<file path="config.mk">
export PLATFORM = sky130hd
export DESIGN_NAME = axi_ahb_bridge
export DESIGN_NICKNAME = d
export VERILOG_FILES = /design/src/bridge_pkg.sv /design/src/axi_hold_reg.sv /design/src/byte_lane_walker.sv /design/src/ahb_master_fsm.sv /design/src/axi_resp_buf.sv /design/src/axi_ahb_bridge.sv
export VERILOG_INCLUDE_DIRS = /design/src
export SDC_FILE = /design/constraint.sdc
export NUM_CORES = 1
export LEC_CHECK = 0
export ABC_AREA = 1
export BUFFER_PORTS_ARGS = -buffer_cell sky130_fd_sc_hd__buf_4
export CAP_MARGIN = 25
export CORE_AREA = 2 2 182 184
export DETAILED_ROUTE_END_ITERATION = 16
export DIE_AREA = 0 0 184 186
export SLEW_MARGIN = 15
export SYNTH_ARGS = -nofsm -noshare
export SYNTH_HDL_FRONTEND = slang
export SYNTH_SLANG_ARGS = --single-unit
export TNS_END_PERCENT = 50
</file>
<file path="constraint.sdc">
create_clock -name ahbm_clk -period 5.87 [get_ports ahbm_clk]
set_clock_uncertainty 0.05 [all_clocks]
set_input_delay 1.174 -clock ahbm_clk [delete_from_list [all_inputs] [get_ports ahbm_clk]]
set_output_delay 1.174 -clock ahbm_clk [all_outputs]
set_load 0.005 [all_outputs]
</file>
<file path="src/bridge_consts.svh">
`ifndef BRIDGE_CONSTS_SVH
`define BRIDGE_CONSTS_SVH

// Bus widths
`define ADDR_W 32
`define DATA_W 64
`define STRB_W 8
`define ID_W   4

// AHB transfer types
`define HTRANS_IDLE   2'b00
`define HTRANS_NONSEQ 2'b10

// AXI response codes
`define RESP_OKAY   2'b00
`define RESP_SLVERR 2'b10

// Fixed upper HPROT bits
`define HPROT_BASE 3'b001

`endif

</file>
<file path="src/bridge_pkg.sv">
`include "bridge_consts.svh"

package bridge_pkg;

   // AXI address command, shared by AW and AR
   typedef struct packed {
      logic [`ID_W-1:0]   id;
      logic [`ADDR_W-1:0] addr;
      logic [2:0]         size;
      logic [2:0]         prot;
   } aw_req_t;

   typedef struct packed {
      logic [`DATA_W-1:0] data;
      logic [`STRB_W-1:0] strb;
   } w_beat_t;

   // One AHB transfer within a doubleword
   typedef struct packed {
      logic [2:0] lo_addr;
      logic [2:0] size;
   } ahb_beat_t;

   typedef struct packed {
      logic [`ADDR_W-1:0] haddr;
      logic [2:0]         hsize;
      logic               hwrite;
      logic [3:0]         hprot;
      logic [1:0]         htrans;
   } ahb_req_t;

   typedef struct packed {
      logic [`ID_W-1:0]   id;
      logic               is_write;   // B channel when set, else R
      logic               error;
      logic [`DATA_W-1:0] rdata;
   } resp_t;

   typedef enum logic [1:0] {
      IDLE = 2'd0,
      ADDR = 2'd1,
      DATA = 2'd2,
      RESP = 2'd3
   } fsm_state_t;

endpackage

</file>
<file path="src/axi_hold_reg.sv">
`timescale 1ns/1ps

module axi_hold_reg #(
   parameter type payload_t = logic
) (
   input  logic     ahbm_clk,
   input  logic     rst,
   input  logic     valid_in,
   input  payload_t payload_in,
   input  logic     take,
   output logic     ready,
   output logic     valid,
   output payload_t payload
);

   logic load;

   assign load = valid_in & ready;

   // Ready mirrors an empty entry once out of reset
   always_ff @(posedge ahbm_clk) begin
      if (rst) begin
         valid <= 1'b0;
         ready <= 1'b0;
      end else if (take) begin
         valid <= 1'b0;
         ready <= 1'b1;   // Free again next cycle
      end else if (load) begin
         valid <= 1'b1;
         ready <= 1'b0;
      end else begin
         ready <= ~valid;
      end
   end

   always_ff @(posedge ahbm_clk) begin
      if (load) begin
         payload <= payload_in;
      end
   end

   // Only a held entry may be released by the FSM
   a_take_held: assert property (@(posedge ahbm_clk) disable iff (rst)
      take |-> valid);

endmodule

</file>
<file path="src/byte_lane_walker.sv">
`timescale 1ns/1ps
`include "bridge_consts.svh"

module byte_lane_walker
   import bridge_pkg::*;
(
   input  logic               ahbm_clk,
   input  logic               rst,
   input  logic               load,
   input  aw_req_t            cmd,
   input  logic [`STRB_W-1:0] strb,
   input  logic               advance,
   output ahb_beat_t          beat,
   output logic               last
);

   logic [`STRB_W-1:0] lanes;       // Byte lanes still to write
   logic               split;       // One byte beat per lane
   ahb_beat_t          single;
   ahb_beat_t          plan_beat;
   logic               aligned;

   function automatic logic [2:0] low_lane(input logic [`STRB_W-1:0] mask);
      logic [2:0] idx;
      idx = 3'd0;
      for (int i = `STRB_W - 1; i >= 0; i--) begin
         if (mask[i]) begin
            idx = 3'(i);
         end
      end
      return idx;
   endfunction

   // Beat plan for the incoming write
   always_comb begin
      aligned           = 1'b1;
      plan_beat.lo_addr = low_lane(strb);
      plan_beat.size    = 3'd0;
      if (cmd.size < 3'd3) begin
         plan_beat.lo_addr = cmd.addr[2:0];   // Narrow write goes as is
         plan_beat.size    = cmd.size;
      end else begin
         case (strb)
            8'hff:                      plan_beat.size = 3'd3;
            8'h0f, 8'hf0:               plan_beat.size = 3'd2;
            8'h03, 8'h0c, 8'h30, 8'hc0: plan_beat.size = 3'd1;
            default:                    aligned = $onehot(strb);
         endcase
      end
   end

   always_ff @(posedge ahbm_clk) begin
      if (rst) begin
         split <= 1'b0;
         lanes <= '0;
      end else if (load) begin
         split <= ~aligned;
         lanes <= strb;
      end else if (advance) begin
         lanes <= lanes & (lanes - 1'b1);   // Clear lowest lane
      end
   end

   always_ff @(posedge ahbm_clk) begin
      if (load) begin
         single <= plan_beat;
      end
   end

   assign beat.lo_addr = split ? low_lane(lanes) : single.lo_addr;
   assign beat.size    = split ? 3'd0 : single.size;
   assign last         = ~split | ((lanes & (lanes - 1'b1)) == '0);

   // A full-width write must enable at least one byte
   a_strb_nonzero: assert property (@(posedge ahbm_clk) disable iff (rst)
      (load && cmd.size == 3'd3) |-> (strb != '0));

endmodule

</file>
<file path="src/ahb_master_fsm.sv">
`timescale 1ns/1ps
`include "bridge_consts.svh"

module ahb_master_fsm
   import bridge_pkg::*;
(
   input  logic               ahbm_clk,
   input  logic               rst,
   input  aw_req_t            aw,
   input  logic               aw_valid,
   input  w_beat_t            w,
   input  logic               w_valid,
   input  aw_req_t            ar,
   input  logic               ar_valid,
   input  logic               resp_full,
   input  ahb_beat_t          beat,
   input  logic               last,
   input  logic [`DATA_W-1:0] hrdata,
   input  logic               hready,
   input  logic               hresp,
   output logic               take_w,
   output logic               ar_ready,
   output logic               walk_load,
   output logic               walk_advance,
   output ahb_req_t           ahb,
   output logic [`DATA_W-1:0] hwdata,
   output logic               resp_push,
   output resp_t              resp
);

   fsm_state_t         state;
   fsm_state_t         state_nxt;
   aw_req_t            cmd;
   logic               is_write;
   logic               error;
   logic               armed;       // Low until reset is released
   logic               wr_full;
   logic               accept_rd;
   logic               data_done;
   logic [`DATA_W-1:0] rdata_q;

   // ******************************
   // Arbitration
   // ******************************
   assign wr_full      = aw_valid & w_valid;   // Both write halves held
   assign walk_load    = (state == IDLE) & armed & wr_full & ~resp_full;
   assign ar_ready     = (state == IDLE) & armed & ~wr_full & ~resp_full;
   assign accept_rd    = ar_ready & ar_valid;
   assign data_done    = (state == DATA) & hready;
   assign walk_advance = data_done & is_write & ~hresp;
   assign take_w       = (state == RESP) & is_write;   // Hold regs kept until done

   always_comb begin
      state_nxt = state;
      case (state)
         IDLE: begin
            if (walk_load | accept_rd) begin
               state_nxt = ADDR;
            end
         end
         ADDR: begin
            if (hready) begin
               state_nxt = DATA;
            end
         end
         DATA: begin
            if (hready) begin
               state_nxt = (is_write & ~last & ~hresp) ? ADDR : RESP;
            end
         end
         default: state_nxt = IDLE;   // RESP lasts one cycle
      endcase
   end

   always_ff @(posedge ahbm_clk) begin
      if (rst) begin
         state    <= IDLE;
         armed    <= 1'b0;
         is_write <= 1'b0;
         error    <= 1'b0;
      end else begin
         state <= state_nxt;
         armed <= 1'b1;
         if (walk_load | accept_rd) begin
            is_write <= walk_load;
            error    <= 1'b0;
         end else if (data_done & hresp) begin
            error <= 1'b1;   // Ends the command
         end
      end
   end

   always_ff @(posedge ahbm_clk) begin
      if (walk_load) begin
         cmd <= aw;
      end else if (accept_rd) begin
         cmd <= ar;
      end
      if (data_done & ~is_write) begin
         rdata_q <= hrdata;
      end
   end

   // ******************************
   // AHB address and data phase
   // ******************************
   always_comb begin
      ahb.htrans = (state == ADDR) ? `HTRANS_NONSEQ : `HTRANS_IDLE;
      ahb.hwrite = is_write;
      ahb.hprot  = {`HPROT_BASE, ~cmd.prot[2]};
      ahb.haddr  = {cmd.addr[`ADDR_W-1:3], is_write ? beat.lo_addr : cmd.addr[2:0]};
      ahb.hsize  = is_write ? beat.size : cmd.size;
   end

   assign hwdata = w.data;

   assign resp_push     = (state == RESP);
   assign resp.id       = cmd.id;
   assign resp.is_write = is_write;
   assign resp.error    = error;
   assign resp.rdata    = (is_write | error) ? '0 : rdata_q;

   // Walker beats and read commands must be size aligned
   a_haddr_aligned: assert property (@(posedge ahbm_clk) disable iff (rst)
      (ahb.htrans == `HTRANS_NONSEQ) |->
         ((ahb.haddr[2:0] & ~(3'h7 << ahb.hsize)) == 3'd0));

   a_addr_hold: assert property (@(posedge ahbm_clk) disable iff (rst)
      (state == ADDR && !hready) |=> (state == ADDR && $stable(ahb)));

endmodule

</file>
<file path="src/axi_resp_buf.sv">
`timescale 1ns/1ps

module axi_resp_buf
   import bridge_pkg::*;
(
   input  logic  ahbm_clk,
   input  logic  rst,
   input  logic  push,
   input  resp_t resp_in,
   input  logic  bready,
   input  logic  rready,
   output logic  full,
   output logic  bvalid,
   output logic  rvalid,
   output resp_t resp
);

   logic valid;
   logic done;

   assign bvalid = valid & resp.is_write;
   assign rvalid = valid & ~resp.is_write;
   assign full   = valid;   // Blocks new commands
   assign done   = (bvalid & bready) | (rvalid & rready);

   always_ff @(posedge ahbm_clk) begin
      if (rst) begin
         valid <= 1'b0;
      end else if (push) begin
         valid <= 1'b1;
      end else if (done) begin
         valid <= 1'b0;
      end
   end

   always_ff @(posedge ahbm_clk) begin
      if (push) begin
         resp <= resp_in;
      end
   end

   // FSM must wait for the master to drain the entry
   a_no_push_full: assert property (@(posedge ahbm_clk) disable iff (rst)
      push |-> !full);

endmodule

</file>
<file path="src/axi_ahb_bridge.sv">
`timescale 1ns/1ps
`include "bridge_consts.svh"

module axi_ahb_bridge
   import bridge_pkg::*;
(
   input  logic               ahbm_clk,
   input  logic               rst,
   // AXI write address
   input  logic               axi_awvalid,
   output logic               axi_awready,
   input  logic [`ID_W-1:0]   axi_awid,
   input  logic [`ADDR_W-1:0] axi_awaddr,
   input  logic [2:0]         axi_awsize,
   input  logic [2:0]         axi_awprot,
   // AXI write data
   input  logic               axi_wvalid,
   output logic               axi_wready,
   input  logic [`DATA_W-1:0] axi_wdata,
   input  logic [`STRB_W-1:0] axi_wstrb,
   // AXI write response
   output logic               axi_bvalid,
   input  logic               axi_bready,
   output logic [1:0]         axi_bresp,
   output logic [`ID_W-1:0]   axi_bid,
   // AXI read address
   input  logic               axi_arvalid,
   output logic               axi_arready,
   input  logic [`ID_W-1:0]   axi_arid,
   input  logic [`ADDR_W-1:0] axi_araddr,
   input  logic [2:0]         axi_arsize,
   input  logic [2:0]         axi_arprot,
   // AXI read data
   output logic               axi_rvalid,
   input  logic               axi_rready,
   output logic [`ID_W-1:0]   axi_rid,
   output logic [`DATA_W-1:0] axi_rdata,
   output logic [1:0]         axi_rresp,
   output logic               axi_rlast,
   // AHB-Lite master
   output logic [`ADDR_W-1:0] ahb_haddr,
   output logic [2:0]         ahb_hburst,
   output logic               ahb_hmastlock,
   output logic [3:0]         ahb_hprot,
   output logic [2:0]         ahb_hsize,
   output logic [1:0]         ahb_htrans,
   output logic               ahb_hwrite,
   output logic [`DATA_W-1:0] ahb_hwdata,
   input  logic [`DATA_W-1:0] ahb_hrdata,
   input  logic               ahb_hready,
   input  logic               ahb_hresp
);

   aw_req_t   aw_in;
   aw_req_t   aw_q;
   aw_req_t   ar_in;
   w_beat_t   w_in;
   w_beat_t   w_q;
   logic      aw_q_valid;
   logic      w_q_valid;
   logic      take_w;
   logic      walk_load;
   logic      walk_advance;
   logic      last;
   ahb_beat_t beat;
   ahb_req_t  ahb;
   logic      resp_full;
   logic      resp_push;
   resp_t     resp_new;
   resp_t     resp_out;
   logic [1:0] resp_code;

   // ******************************
   // Pin packing
   // ******************************
   assign aw_in = '{id: axi_awid, addr: axi_awaddr, size: axi_awsize, prot: axi_awprot};
   assign ar_in = '{id: axi_arid, addr: axi_araddr, size: axi_arsize, prot: axi_arprot};
   assign w_in  = '{data: axi_wdata, strb: axi_wstrb};

   axi_hold_reg #(.payload_t(aw_req_t)) aw_hold_i (
      .ahbm_clk(ahbm_clk), .rst(rst), .valid_in(axi_awvalid), .payload_in(aw_in),
      .take(take_w), .ready(axi_awready), .valid(aw_q_valid), .payload(aw_q)
   );

   axi_hold_reg #(.payload_t(w_beat_t)) w_hold_i (
      .ahbm_clk(ahbm_clk), .rst(rst), .valid_in(axi_wvalid), .payload_in(w_in),
      .take(take_w), .ready(axi_wready), .valid(w_q_valid), .payload(w_q)
   );

   byte_lane_walker walker_i (
      .ahbm_clk(ahbm_clk), .rst(rst), .load(walk_load), .cmd(aw_q), .strb(w_q.strb),
      .advance(walk_advance), .beat(beat), .last(last)
   );

   ahb_master_fsm fsm_i (
      .ahbm_clk(ahbm_clk), .rst(rst), .aw(aw_q), .aw_valid(aw_q_valid), .w(w_q),
      .w_valid(w_q_valid), .ar(ar_in), .ar_valid(axi_arvalid), .resp_full(resp_full),
      .beat(beat), .last(last), .hrdata(ahb_hrdata), .hready(ahb_hready), .hresp(ahb_hresp),
      .take_w(take_w), .ar_ready(axi_arready), .walk_load(walk_load),
      .walk_advance(walk_advance), .ahb(ahb), .hwdata(ahb_hwdata),
      .resp_push(resp_push), .resp(resp_new)
   );

   axi_resp_buf resp_buf_i (
      .ahbm_clk(ahbm_clk), .rst(rst), .push(resp_push), .resp_in(resp_new),
      .bready(axi_bready), .rready(axi_rready), .full(resp_full),
      .bvalid(axi_bvalid), .rvalid(axi_rvalid), .resp(resp_out)
   );

   // ******************************
   // Response and AHB pins
   // ******************************
   assign resp_code = resp_out.error ? `RESP_SLVERR : `RESP_OKAY;
   assign axi_bresp = resp_code;
   assign axi_bid   = resp_out.id;
   assign axi_rresp = resp_code;
   assign axi_rid   = resp_out.id;
   assign axi_rdata = resp_out.rdata;
   assign axi_rlast = 1'b1;   // Single beat reads only

   assign ahb_haddr     = ahb.haddr;
   assign ahb_hsize     = ahb.hsize;
   assign ahb_hwrite    = ahb.hwrite;
   assign ahb_hprot     = ahb.hprot;
   assign ahb_htrans    = ahb.htrans;
   assign ahb_hburst    = 3'b000;   // SINGLE
   assign ahb_hmastlock = 1'b0;

endmodule

</file>
=== Yosys cells after proc, flatten, opt, wreduce, memory -nomap -nowiden ===
Cells that the tools add are included.

* Bits in registers: 315
* Input bits: 229
* Output and inout bits: 192
* Word-level logic and storage cells: 142

* Add/sub/neg operators: 8
* $lt $le $gt $ge: 1
* Eq/ne operators: 14
* Multiplexer cells: 43
* Bitwise logic cells: 37
* Reduce and logical (&&, ||, !) cells: 11

{| class="wikitable"
|+ Operators by type and width
! kind !! number
|-
| 42-bit 2-to-1 mux || 2
|-
| 3-bit 2-to-1 mux || 22
|-
| 8-bit == test, second input constant || 3
|-
| 1-bit AND || 21
|-
| 8-bit by 4-bit == test with 1-bit output, second input constant || 2
|-
| 8-bit 2-to-1 mux || 2
|-
| 4-bit adder || 3
|-
| 2-bit 2-to-1 mux || 6
|-
| 2-bit case mux with 3 select lines || 2
|-
| 1-bit inverter || 11
|-
| 1-bit 2-to-1 mux || 9
|-
| 1-bit by 1-bit adder with 2-bit output || 4
|-
| 8-bit AND || 1
|-
| 8-bit by 2-bit == test with 1-bit output, second input constant || 1
|-
| 8-bit by 6-bit == test with 1-bit output, second input constant || 1
|-
| 8-bit logical NOT || 1
|-
| 8-bit by 1-bit subtractor with 8-bit output, second input constant || 1
|-
| 7-bit OR reduction || 1
|-
| 2-bit inequality test, second input constant || 3
|-
| 2-bit nonzero test || 3
|-
| 2-bit OR reduction || 3
|-
| 2-bit == test, second input constant || 2
|-
| 4-bit by 1-bit == test with 1-bit output, second input constant || 1
|-
| 1-bit OR || 4
|-
| 5 further kinds || 5
|}

=== Logic depth before layout (Yosys ltp) ===
Gate-level depths: netlist of run 1.

* Word-level depth: 10
* Gate-level depth with buffers: 12
* Mapped depth without buffers: 12

=== Cells and area by module ===
A second synthesis of run 1 with hierarchy kept.

* Cell total of the unflattened synthesis: 956
* Area, all modules: 12408.2 µm²

{| class="wikitable"
|+ Modules (own cells, without submodules)
! module !! times used !! cells an instance !! area each (µm²)
|-
| ahb_master_fsm || 1 || 542 || 5323.9
|-
| axi_hold_reg at w_hold_i || 1 || 83 || 2245.9
|-
| axi_resp_buf || 1 || 85 || 2178.3
|-
| axi_hold_reg at aw_hold_i || 1 || 53 || 1345.0
|-
| byte_lane_walker || 1 || 179 || 1217.4
|-
| axi_ahb_bridge || 1 || 14 || 97.6
|}

=== Least setup slack after synthesis of run 1 ===
Ideal clock, no wire load.

* Path type: in2reg
* Start point: in ahb_hready
* End point: reg fsm_i.rdata_q[0] (enable)
* Arrival: 4.162 ns
* Path slack: 1.172 ns
* Stages: 4
* Path buffers: 0
* Path through: inv_1 -> nor2_1 -> inv_1 -> nor2_1

* Word-level cells in the longest chain between the ends: 2

{| class="wikitable"
|+ Ends and longest elaborated chain
! what !! RTL line !! RTL
|-
| start, declared || axi_ahb_bridge.sv:50 || <nowiki>input logic ahb_hready,</nowiki>
|-
| 1-bit AND || ahb_master_fsm.sv:49 || <nowiki>assign data_done = (state == DATA) & hready;</nowiki>
|-
| 1-bit AND || ahb_master_fsm.sv:99 || <nowiki>if (data_done & ~is_write) begin</nowiki>
|-
| end signal, assigned || ahb_master_fsm.sv:100 || <nowiki>rdata_q <= hrdata;</nowiki>
|-
| end, declared || ahb_master_fsm.sv:40 || <nowiki>logic [`DATA_W-1:0] rdata_q;</nowiki>
|}

No other way between the ends.
A chain may end at the register's enable or synchronous reset.

=== Final worst setup path of run 1 ===
* Start point: reg fsm_i.is_write
* End point: out ahb_haddr[0]

* Word-level cells in the longest chain between the ends: 1

{| class="wikitable"
|+ Ends and longest elaborated chain
! what !! RTL line !! RTL
|-
| start, declared || ahb_master_fsm.sv:34 || <nowiki>logic is_write;</nowiki>
|-
| start signal, assigned || ahb_master_fsm.sv:85 || <nowiki>is_write <= walk_load;</nowiki>
|-
| 3-bit 2-to-1 mux || ahb_master_fsm.sv:111 || <nowiki>ahb.haddr = {cmd.addr[`ADDR_W-1:3], is_write ? beat.lo_addr : cmd.addr[2:0]};</nowiki>
|-
| end, declared || axi_ahb_bridge.sv:41 || <nowiki>output logic [`ADDR_W-1:0] ahb_haddr,</nowiki>
|}

No other way between the ends.

==> reports/metrics.yaml, run 1 <==
global_routing:
  grt_antenna_before_repair: 0
  grt_overflow: 0
  grt_start_max_net_pins: 72
  grt_pass1_wl_um: 38800
  first_global_vias: 7272
  grt_use_total_pct: 14.6
yosys:
  synthesis.area_per_instance_um2: 13.0
  post_synth_edffs: 292
  async_flop_share_pct: 0
  synth_top_cell_by_area: "sky130_fd_sc_hd__edfxtp_1"
  syn_area_mm2: 0.0127
  synth_cells: 980
  leading_cell_types_by_total_area_after_synthesis: "sky130_fd_sc_hd__edfxtp_1, sky130_fd_sc_hd__buf_4, sky130_fd_sc_hd__nand2_1"
  synth_top_area_share_pct: 68.9
  synth_top_cells_by_count: "sky130_fd_sc_hd__edfxtp_1, sky130_fd_sc_hd__buf_4, sky130_fd_sc_hd__nand2_1"
  synth_cell_types: 34
  post-synth-top-count-cell: "sky130_fd_sc_hd__edfxtp_1"
  ys_seq_elements: 311
  yosysWarnings: 0
  postSynth.topFlopCell: "sky130_fd_sc_hd__edfxtp_1"
  synth_seq_area_share_pct: 71.9
outcome:
  status: "completed"
pwr:
  leakagePower_nw: 6.89
  seq_power_share_pct: 51.4
  power.switching_mw: 0.967
  power.clock.fraction_pct: 42.6
  pwr_density_cell_mw_per_mm2: 305
  power.share.switching_pct: 19.7
  p_int_mw: 3.94
  vdd_drop_max_mv: 0.228
  pwr-share-comb_pct: 6.0
routing:
  route.antenna.remaining_nets: 0
  route.detailed.wl_per_inst_um: 15.6
  detailed_route_vias_per_instance: 4.36
  drt-pass1-iter-count: 5
  totalWireLength_um: 26200
  via_count: 7311
  route.detailed.drc: 0
  first_iter_violations: 401
worst_setup_path:
  timing_worst_setup_path_type: "register to primary output"
  worst_ep_arrival_time_ns: 1.95
  worstSetupEndpointType: "primary output"
  critical_path.reg2reg.startpoint: "w_hold_i.payload[2]"
  startpoint: "fsm_i.is_write"
  cp_max_fo: 13
  cp_launch_type: "register"
  worstPathRequired_ns: 4.65
sta:
  final-max-slew-violation-count: 0
  setup-tns-final_ns: 0
  period_share_pct: 54.1
  final_hold_viol_count: 0
  min_period_ns: 3.18
  setup-violations-final: 0
  slew_headroom_pct: 36.0
  grt_setup_unrepaired: "false"
  tightest_slew_ns: 0.961
  achievable-frequency_mhz: 315
clock_tree:
  ctsRootBufferMaster: "sky130_fd_sc_hd__clkbuf_16"
  hold_buffers_post_cts: 0
  post_cts_resized: 0
  post_cts_buffers: 0
  cts_inserted_buffers: 36
  clk_latency_ns: 0.50
  cts_htree_levels: 2
  cts_tree: "built"
  path_clk_slew_ns: 0.06
  clock_sinks: 311
  clk_path_buf_depth: 3
place:
  routabilityCongestion: 0.854
  post-dp-hpwl_um: 18400
  number_of_instances_in_the_placed_design: 1615
  number_of_buffers_inserted_by_port_buffering: 405
finish:
  post_layout_nonfiller_instances: 1675
  post_route_cells_drive_above_1_share_pct: 37.8
  finalNetCount: 1492
  synthToLayoutAreaGrowth_pct: 26.3
  total_area_of_multi_input_combinational_cells_mm2: 0.00174
  fill_cells: 2825
  num_antenna_cells: 0
  register_area_mm2: 0.00915
floorplan:
  fp.dieArea_mm2: 0.0342
  coreArea_mm2: 0.0322
  fp-row-count: 66
  num_io_pins: 421
  start_util_pct: 39.5
  floorplan_die_height_um: 186
  die_outline_width_um: 184
run:
  cap_violations: 0
min_path:
  hold_path_startpoint: "fsm_i.resp[66]"
  holdCritPathClass: "register to register"
==> cells by family after synthesis <==
logic type	Yosys count	synth area share, %
compound gates	47	2.44
flops	311	71.9
simple gates	286	8.88
buf+inv	317	14.9
other cells	2	0.0590
fa+ha+maj	17	1.91
==> area by class of cell <==
type	instances	area share, %
Clock inverter	15	0.864
Sequential cell	311	56.9
Timing Repair Buffer	414	19.5
Inverter	121	2.82
Tap cell	408	3.17
Clock buffer	44	5.92
Multi-Input combinational cell	362	10.8
==> power groups by stage <==
stage               sequential, mW  clock (mW)  combinational, mW
finish                        2.52        2.09              0.295
global route                  2.52        2.25              0.327
CTS                           2.52        2.17              0.298
detailed placement            2.57           0              0.297
global placement              2.56           0              0.292
floorplan                     2.56           0              0.139
==> worst paths after layout <==
kind | endpoint | slack, ns | cells after the start
hold / removal | resp_buf_i.resp[66] | 0.37 | 0
hold reg to reg | resp_buf_i.resp[66] | 0.37 | 0
setup / recovery | ahb_haddr[0] | 2.69 | 4
setup reg to reg | walker_i.split | 2.89 | 11
==> state kept, by name, summed over array words and instances, names as in the netlist <==
signal and cells:
aw_hold_i.payload 40, aw_hold_i.ready 1, aw_hold_i.valid 1, fsm_i.ahb 29, fsm_i.armed 1, fsm_i.cmd 7
fsm_i.error 1, fsm_i.is_write 1, fsm_i.rdata_q 64, fsm_i.resp 4, fsm_i.state 2, resp_buf_i.full 1
resp_buf_i.resp 70, w_hold_i.payload 72, w_hold_i.ready 1, w_hold_i.valid 1, walker_i.lanes 8, walker_i.single 6
walker_i.split 1
==> layer usage <==
layer | track usage, % | vias to the layer above | share of wire (%) | wire length [µm]
met2 | 25.1 | 278 | 50 | 13200
met4 | 5.54 | 0 | 3.1 | 813
met3 | 5.17 | 57 | 8.5 | 2240
li1 | - | 3565 | - | -
met1 | 16.8 | 3411 | 38 | 9940
met5 | 0 | - | 0 | 0
==> per-stage QoR <==
step | hold slack, ns | utilization [%] | setup WS, ns | cell area (µm²) | total power, mW
2_1_floorplan | 0.350 | - | 1.17 | 12800 | 2.70
3_3_place_gp | 0.355 | 46.4 | 2.38 | 15000 | 2.86
3_5_place_dp | 0.356 | 46.5 | 2.87 | 15000 | 2.86
4_1_cts | 0.362 | 49.9 | 2.62 | 16100 | 4.99
5_1_grt | 0.373 | 49.9 | 2.51 | 16100 | 5.10
6_report | 0.366 | 49.9 | 2.69 | 16100 | 4.91
==> critical path: stages, from the launching register on <==
cell and delay (ns):
sky130_fd_sc_hd__dfxtp_1 0.66, sky130_fd_sc_hd__nand2_1 0.12, sky130_fd_sc_hd__or2_2 0.30, sky130_fd_sc_hd__o211ai_1 0.21, sky130_fd_sc_hd__buf_4 0.16
==> cell usage in the layout (no fill, tap or decap), drive strengths merged <==
master / count
buf: 414
edfxtp: 292
nand2: 165
inv: 119
nor2: 99
clkbuf: 44
dfxtp: 19
nand3: 16
clkinv: 14
a21oi: 14
o21ai: 13
ha: 13
conb: 12
o22ai: 5
nor3: 4
fa: 4
o211ai: 3
a31oi: 3
bufinv: 3
a22oi: 2
a211oi: 2
o31ai: 1
or2: 1
o21bai: 1
a32oi: 1
nand4: 1
o221ai: 1
a221oi: 1
Note: power is estimated with default switching activity, not from simulation.
==> run 2: changes to the inputs <==
ABC_AREA = 0   (was 1)
CORE_AREA = 2 2 181 183   (was 2 2 182 184)
DIE_AREA = 0 0 183 185   (was 0 0 184 186)
PLACE_DENSITY = 0.67   (was default)
clock period = 2.9 ns   (was 5.87 ns; I/O delays follow)
==> run 2 against run 1 <==
Compared with the run above:
- the flow now finishes with violations (setup timing)
- cell count down 5.3%
- flip-flop and latch count unchanged
- worst setup slack worse by 2.9 ns
- clock power up 120%
- count of clock-buffer cells in the layout down 4
- largest power group unchanged
==> reports/metrics.yaml, run 2 <==
yosys:
  post-synth-top-count-cell: "sky130_fd_sc_hd__edfxtp_1"  # unchanged
  synth_top_area_share_pct: 69.9  # was 68.9%
  leading_cell_types_by_total_area_after_synthesis: "sky130_fd_sc_hd__edfxtp_1, sky130_fd_sc_hd__buf_4, sky130_fd_sc_hd__nand2_1"  # unchanged
  post_synth_edffs: 292  # unchanged
  synth_top_cells_by_count: "sky130_fd_sc_hd__edfxtp_1, sky130_fd_sc_hd__buf_4, sky130_fd_sc_hd__nand2_1"  # unchanged
  postSynth.topFlopCell: "sky130_fd_sc_hd__edfxtp_1"  # unchanged
  async_flop_share_pct: 0  # unchanged
  synth_cells: 868  # was 980
  synth_seq_area_share_pct: 72.9  # was 71.9%
  ys_seq_elements: 311  # unchanged
  synth_cell_types: 49  # was 34
  yosysWarnings: 0  # unchanged
  syn_area_mm2: 0.0125  # was 0.0127 mm²
  synth_top_cell_by_area: "sky130_fd_sc_hd__edfxtp_1"  # unchanged
  synthesis.area_per_instance_um2: 14.4  # was 13.0 µm²
routing:
  route.detailed.wl_per_inst_um: 16.6  # was 15.6 µm
  first_iter_violations: 394  # was 401
  route.antenna.remaining_nets: 0  # unchanged
  detailed_route_vias_per_instance: 4.45  # was 4.36
  totalWireLength_um: 26300  # was 26200 µm
  route.detailed.drc: 0  # unchanged
  via_count: 7059  # was 7311
  drt-pass1-iter-count: 4  # was 5
pwr:
  pwr_density_cell_mw_per_mm2: 643  # was 305 mW/mm²
  vdd_drop_max_mv: 0.492  # was 0.228 mV
  overall_power_after_layout_mw: 10.4  # was 4.91 mW
  leakagePower_nw: 6.52  # was 6.89 nW
global_routing:
  first_global_vias: 7182  # was 7272
  grt_overflow: 0  # unchanged
  grt_use_total_pct: 15.1  # was 14.6%
  grt_antenna_before_repair: 2  # was 0
  grt_start_max_net_pins: 53  # was 72
  grt_pass1_wl_um: 39400  # was 38800 µm
clock_tree:
  cts_htree_levels: 2  # unchanged
  cts_tree: "built"  # unchanged
  cts_inserted_buffers: 35  # was 36
  clk_path_buf_depth: 3  # unchanged
  hold_buffers_post_cts: 0  # unchanged
  clock_sinks: 311  # unchanged
  clk_latency_ns: 0.52  # was 0.50 ns
  path_clk_slew_ns: 0.06  # about the same
  ctsRootBufferMaster: "sky130_fd_sc_hd__clkbuf_16"  # unchanged
finish:
  largestRegisters: "w_hold_i.payload x72, resp_buf_i.resp x70, fsm_i.rdata_q x64"  # unchanged
  post_route_cells_drive_above_1_share_pct: 42.9  # was 37.8%
  mostFrequentLayoutCell: "sky130_fd_sc_hd__buf_4"  # unchanged
  largest_register_ff_count: 72  # unchanged
  fill_cells: 2755  # was 2825
  total_area_of_multi_input_combinational_cells_mm2: 0.00195  # was 0.00174 mm²
  final_area_mm2: 0.0162  # was 0.0161 mm²
  finalNetCount: 1396  # was 1492
  post_layout_nonfiller_instances: 1587  # was 1675
  register_area_mm2: 0.00915  # unchanged
  synthToLayoutAreaGrowth_pct: 29.2  # was 26.3%
  layout.cells.most_common_list: "sky130_fd_sc_hd__buf_4, sky130_fd_sc_hd__edfxtp_1, sky130_fd_sc_hd__nand2_1, sky130_fd_sc_hd__and2_1, sky130_fd_sc_hd__clkbuf_16"  # was sky130_fd_sc_hd__buf_4, sky130_fd_sc_hd__edfxtp_1, sky130_fd_sc_hd__nand2_1, sky130_fd_sc_hd__inv_1, sky130_fd_sc_hd__nor2_1
  max_flop_register: "w_hold_i.payload"  # unchanged
worst_setup_path:
  critical_path.slowest_cell: "sky130_fd_sc_hd__fa_1"  # was sky130_fd_sc_hd__dfxtp_1
  worst_path_most_repeated_cell: "sky130_fd_sc_hd__fa_1"
  worstSetupEndpointType: "register"  # was primary output
  worstPathCellList: "ha_2 > inv_2 > fa_1 > inv_1 > fa_1 > ha_2 > fa_1 > or4b_4 > nand4_1 > o32ai_1"  # was nand2_1 > or2_2 > o211ai_1 > buf_4
  cp_launch_type: "register"  # unchanged
  cp_max_fo: 3  # was 13
  worstPathRequired_ns: 3.23  # was 4.65 ns
  worst_ep_arrival_time_ns: 3.45  # was 1.95 ns
  maximum_single_stage_delay_on_the_critical_path_ns: 0.54  # was 0.66 ns
  timing_worst_setup_path_type: "register to register"  # was register to primary output
floorplan:
  num_io_pins: 421  # unchanged
  start_util_pct: 39.1  # was 39.5%
  coreArea_mm2: 0.0320  # was 0.0322 mm²
  fp.dieArea_mm2: 0.0339  # was 0.0342 mm²
  floorplan_die_height_um: 185  # was 186 µm
  die_outline_width_um: 183  # was 184 µm
  fp-row-count: 66  # unchanged
place:
  number_of_instances_in_the_placed_design: 1519  # was 1615
  number_of_buffers_inserted_by_port_buffering: 405  # unchanged
  routabilityCongestion: 0.808  # was 0.854
  post_dp_cell_area_mm2: 0.0150  # about the same
  post-dp-hpwl_um: 18700  # was 18400 µm
sta:
  slew_headroom_pct: 60.2  # was 36.0%
  fin_hold_ws_ns: 0.186  # was 0.366 ns
  setup-violations-final: 1  # was 0
  final-max-slew-violation-count: 0  # unchanged
  final_hold_viol_count: 0  # unchanged
  tightest_slew_ns: 0.596  # was 0.961 ns
  period_share_pct: 107
  fin_ws_ns: -0.211  # was 2.69 ns
  grt_setup_unrepaired: "true"  # was false
  min_period_ns: 3.11
  achievable-frequency_mhz: 321
run:
  cap_violations: 0  # unchanged
outcome:
  failing_checks: "setup timing"
  status: "complete, but fails checks"  # was completed
min_path:
  holdCritPathClass: "input port to register"  # was register to register
run 2: cell types whose count changed after synthesis, moves of 9 or more:
cell                      change
sky130_fd_sc_hd__inv_1       -92
sky130_fd_sc_hd__nor2_1      -78
sky130_fd_sc_hd__and2_1      +70
sky130_fd_sc_hd__nand2_1     -21
sky130_fd_sc_hd__nand3_1     -15
sky130_fd_sc_hd__a21oi_1      +9
run 2: critical path, delay by kind of cell (launching register included):
kind	cells	cell delay (ns)
and+or+nand+nor	2	0.57
buffers and inverters	2	0.09
adders and majority gates	5	1.81
DFF	1	0.38
AOI/OAI and AO/OA	1	0.09
run 2: worst paths after layout:
check / startpoint / end / slack, ns / cells after the start
worst max-delay path: w_hold_i.payload[2] / walker_i.split / -0.21 / 10
worst min-delay path: axi_awaddr[16] / aw_hold_i.payload[22] / 0.19 / 1
worst max register to register: w_hold_i.payload[2] / walker_i.split / -0.21 / 10
worst min register to register: fsm_i.resp[68] / resp_buf_i.resp[68] / 0.37 / 0
run 2: kinds of logic (layout without fill, tap and decap cells):
| family | Yosys count | in the layout | synth area share (%) |
|---|---|---|---|
| muxes | 2 | 2 | 0.160 |
| other | 2 | 14 | 0.0599 |
| adders and majority gates | 18 | 18 | 2.02 |
| DFF | 311 | 311 | 72.9 |
| buffers and inverters | 223 | 522 | 12.1 |
| and+or+nand+nor | 256 | 256 | 9.96 |
| AOI/OAI and AO/OA | 56 | 56 | 2.75 |
run 2: routing by layer:
layer	vias up	track usage, %	part of all wire [%]
li1	3399	-	-
met1	3305	17.4	38
met2	308	26.3	51
met3	47	4.82	8.7
met4	0	5.79	3.0
met5	-	0	0
run 2: area by class of cell:
| type | count | area share (%) |
|---|---|---|
| Antenna cell | 2 | 0.0309 |
| Clock buffer | 40 | 5.65 |
| Clock inverter | 24 | 1.80 |
| Inverter | 27 | 0.633 |
| Multi-Input combinational cell | 344 | 12.0 |
| Sequential cell | 311 | 56.4 |
| Tap cell | 408 | 3.15 |
| Timing Repair Buffer | 431 | 20.3 |
run 2: repair_timing:
action                     4_1_cts  5_1_grt
setup endpoints to repair        1        1
setup buffers                    1        1
hold endpoints to repair         0        0
gates resized for setup          0        4
cloned                           0        0
pin swaps                        0        1
run 2: per-stage QoR:
stage / worst slack [ns] / util (%) / setup TNS [ns]
finish: -0.211 / 50.6 / -0.211
global route: -0.303 / 50.6 / -0.303
CTS: -0.260 / 50.5 / -0.260
detailed placement: -0.265 / 46.7 / -0.265
global placement: -0.184 / 46.7 / -0.184
floorplan: -0.110 / - / -0.110
run 2: power by group:
group | total (mW) | leakage, nW | internal (mW) | switching, mW
logic | 0.689 | 3.12 | 0.395 | 0.293
registers | 5.16 | 2.83 | 5.10 | 0.0517
clock network | 4.58 | 0.580 | 2.82 | 1.76
total | 10.4 | 6.52 | 8.32 | 2.11
==> run 3: changes to the inputs <==
CELL_PAD_IN_SITES_DETAIL_PLACEMENT = 1   (was default)
CELL_PAD_IN_SITES_GLOBAL_PLACEMENT = 1   (was default)
CORE_AREA = 2 2 190 192   (was 2 2 181 183)
DIE_AREA = 0 0 192 194   (was 0 0 183 185)
PLACE_DENSITY = default   (was 0.67)
PLACE_DENSITY_LB_ADDON = 0.1   (was default)
==> run 3 against run 2 <==
Compared with the run above:
- the run still ends with setup timing left
- first-iteration DRC count shrank 28%
- sequential power is essentially flat
- routed wire length grew 11%
- sequential share of layout area grew 0.36 points
- global-route usage grew 0.48 points
- combinational power grew 0.7%
- largest cell class unchanged
==> reports/metrics.yaml, run 3 (synthesis results as in run 2) <==
outcome:
  status: "complete, but fails checks"  # unchanged
  failing_checks: "setup timing"  # unchanged
global_routing:
  first_global_vias: 7327  # was 7182
  grt_overflow: 0  # unchanged
  grt_pass1_wl_um: 44200  # was 39400 µm
  grt_start_max_net_pins: 65  # was 53
  grt_use_total_pct: 15.6  # was 15.1%
  grt_antenna_before_repair: 1  # was 2
worst_setup_path:
  critical_path.slowest_cell: "sky130_fd_sc_hd__fa_1"  # unchanged
  worst_path_most_repeated_cell: "sky130_fd_sc_hd__fa_1"  # unchanged
  timing_worst_setup_path_type: "register to register"  # unchanged
  worstSetupEndpointType: "register"  # unchanged
  worstReg2RegEnd: "walker_i.split"  # unchanged
  rrSetupSlack_ns: -0.25  # was -0.21 ns
  worstPathRequired_ns: 3.23  # about the same
  cp_max_fo: 4  # was 3
  worstPathCellList: "ha_2 > inv_2 > fa_1 > inv_2 > fa_1 > ha_2 > fa_1 > or4b_4 > nand4_1 > o32ai_2"  # was ha_2 > inv_2 > fa_1 > inv_1 > fa_1 > ha_2 > fa_1 > or4b_4 > nand4_1 > o32ai_1
  critical_path.reg2reg.startpoint: "w_hold_i.payload[5]"  # was w_hold_i.payload[2]
  worst_ep_arrival_time_ns: 3.47  # was 3.45 ns
  maximum_single_stage_delay_on_the_critical_path_ns: 0.51  # was 0.54 ns
  cp_launch_type: "register"  # unchanged
  reg2reg_depth: 10  # unchanged
finish:
  post_route_cells_drive_above_1_share_pct: 42.3  # was 42.9%
  largest_register_ff_count: 72  # unchanged
  post_layout_nonfiller_instances: 1628  # was 1587
  max_flop_register: "w_hold_i.payload"  # unchanged
  layout.cells.most_common_list: "sky130_fd_sc_hd__buf_4, sky130_fd_sc_hd__edfxtp_1, sky130_fd_sc_hd__nand2_1, sky130_fd_sc_hd__and2_1, sky130_fd_sc_hd__clkbuf_16"  # unchanged
  mostFrequentLayoutCell: "sky130_fd_sc_hd__buf_4"  # unchanged
  fill_cells: 3599  # was 2755
  finalNetCount: 1393  # was 1396
  synthToLayoutAreaGrowth_pct: 28.4  # was 29.2%
  final_area_mm2: 0.0161  # was 0.0162 mm²
  final_util_pct: 45.7  # was 50.6%
  largestRegisters: "w_hold_i.payload x72, resp_buf_i.resp x70, fsm_i.rdata_q x64"  # unchanged
floorplan:
  coreArea_mm2: 0.0352  # was 0.0320 mm²
  die_outline_width_um: 192  # was 183 µm
  start_util_pct: 35.6  # was 39.1%
  floorplan_die_height_um: 194  # was 185 µm
  fp-row-count: 69  # was 66
  num_io_pins: 421  # unchanged
  fp.dieArea_mm2: 0.0372  # was 0.0339 mm²
pwr:
  leakagePower_nw: 6.44  # was 6.52 nW
  power.clock.fraction_pct: 41.2  # was 44.0%
  p_int_mw: 7.91  # was 8.32 mW
  vdd_drop_max_mv: 0.393  # was 0.492 mV
  power.switching_mw: 2.03  # was 2.11 mW
  pwr-share-comb_pct: 7.0  # was 6.6%
  power.share.switching_pct: 20.4  # was 20.2%
  overall_power_after_layout_mw: 9.95  # was 10.4 mW
  seq_power_share_pct: 51.9  # was 49.4%
  pwr_density_cell_mw_per_mm2: 618  # was 643 mW/mm²
min_path:
  hold_path_startpoint: "axi_wdata[9]"  # was axi_awaddr[16]
  min_delay_path_depth: 1  # unchanged
  holdCritPathClass: "input port to register"  # unchanged
  worst_hold_path.endpoint: "w_hold_i.payload[17]"  # was aw_hold_i.payload[22]
clock_tree:
  cts_htree_levels: 2  # unchanged
  clk_path_buf_depth: 3  # unchanged
  hold_buffers_post_cts: 0  # unchanged
  cts_inserted_buffers: 35  # unchanged
  clk_latency_ns: 0.50  # was 0.52 ns
  ctsRootBufferMaster: "sky130_fd_sc_hd__clkbuf_16"  # unchanged
  cts_tree: "built"  # unchanged
  path_clk_slew_ns: 0.06  # about the same
  clock_sinks: 311  # unchanged
sta:
  fin_hold_ws_ns: 0.196  # was 0.186 ns
  period_share_pct: 109  # was 107%
  grt_setup_unrepaired: "true"  # unchanged
  achievable-frequency_mhz: 318  # was 321 MHz
  setup-violations-final: 1  # unchanged
  slew_headroom_pct: 56.1  # was 60.2%
  min_period_ns: 3.15  # was 3.11 ns
  tightest_slew_ns: 0.656  # was 0.596 ns
  fin_ws_ns: -0.249  # was -0.211 ns
  final-max-slew-violation-count: 0  # unchanged
  setup-tns-final_ns: -0.249  # was -0.211 ns
  final_hold_viol_count: 0  # unchanged
routing:
  via_count: 7034  # was 7059
  totalWireLength_um: 29300  # was 26300 µm
  route.detailed.wl_per_inst_um: 18.0  # was 16.6 µm
  route.antenna.remaining_nets: 0  # unchanged
  route.detailed.drc: 0  # unchanged
  detailed_route_vias_per_instance: 4.32  # was 4.45
  drt-pass1-iter-count: 4  # unchanged
  first_iter_violations: 282  # was 394
place:
  routabilityCongestion: 0.798  # was 0.808
  number_of_buffers_inserted_by_port_buffering: 405  # unchanged
  dpl_worst_slack_ns: -0.310  # was -0.265 ns
  post-dp-hpwl_um: 20800  # was 18700 µm
  post_dp_cell_area_mm2: 0.0150  # about the same
  number_of_instances_in_the_placed_design: 1568  # was 1519
run:
  cap_violations: 0  # unchanged
==> run 3: timing repair <==
action                     in CTS  in global routing
setup endpoints to repair       1                  1
pin swaps                       1                  1
buffers inserted                2                  1
resized for setup               5                  2
==> run 3: area by class of cell <==
type | count | area (µm²) | share of cell area (%)
flip-flops and latches | 311 | 9150 | 56.8
diodes | 1 | 2.50 | 0.0155
multi-input cells | 344 | 1960 | 12.2
repair buffers | 428 | 3290 | 20.4
clock inverters | 5 | 51.3 | 0.319
clock buffers | 51 | 978 | 6.08
inverters | 27 | 103 | 0.637
well taps | 461 | 577 | 3.58
==> run 3: worst max-delay path: cells and delay by family, from the launching register on <==
| family | cells | cell delay, ns |
|---|---|---|
| AOI/OAI and AO/OA | 1 | 0.09 |
| adders and majority gates | 5 | 1.79 |
| buffers and inverters | 2 | 0.08 |
| DFF | 1 | 0.42 |
| and+or+nand+nor | 2 | 0.59 |
==> run 3: worst max-delay path by stage <==
stage / start / endpoint / depth (start not counted)
floorplan: w_hold_i.payload[2] / walker_i.split / 10
global placement: w_hold_i.payload[5] / walker_i.split / 11
detailed placement: w_hold_i.payload[5] / walker_i.split / 11
CTS: w_hold_i.payload[5] / walker_i.split / 10
global route: w_hold_i.payload[5] / walker_i.split / 10
finish: w_hold_i.payload[5] / walker_i.split / 10
==> run 3: power groups by stage <==
stage / registers (mW) / logic (mW) / clock network, mW
CTS: 5.16 / 0.711 / 4.27
detailed placement: 5.25 / 0.707 / 0
floorplan: 5.24 / 0.332 / 0
global placement: 5.25 / 0.692 / 0
finish: 5.16 / 0.694 / 4.09
global route: 5.17 / 0.773 / 4.42
==> run 3: per-layer routing <==
| layer | part of all wire, % | vias up | track usage, % |
|---|---|---|---|
| met4 | 2.4 | 0 | 4.72 |
| met1 | 38 | 3380 | 18.3 |
| li1 | - | 3367 | - |
| met2 | 50 | 239 | 26.8 |
| met3 | 9.0 | 48 | 5.36 |
| met5 | 0 | - | 0 |
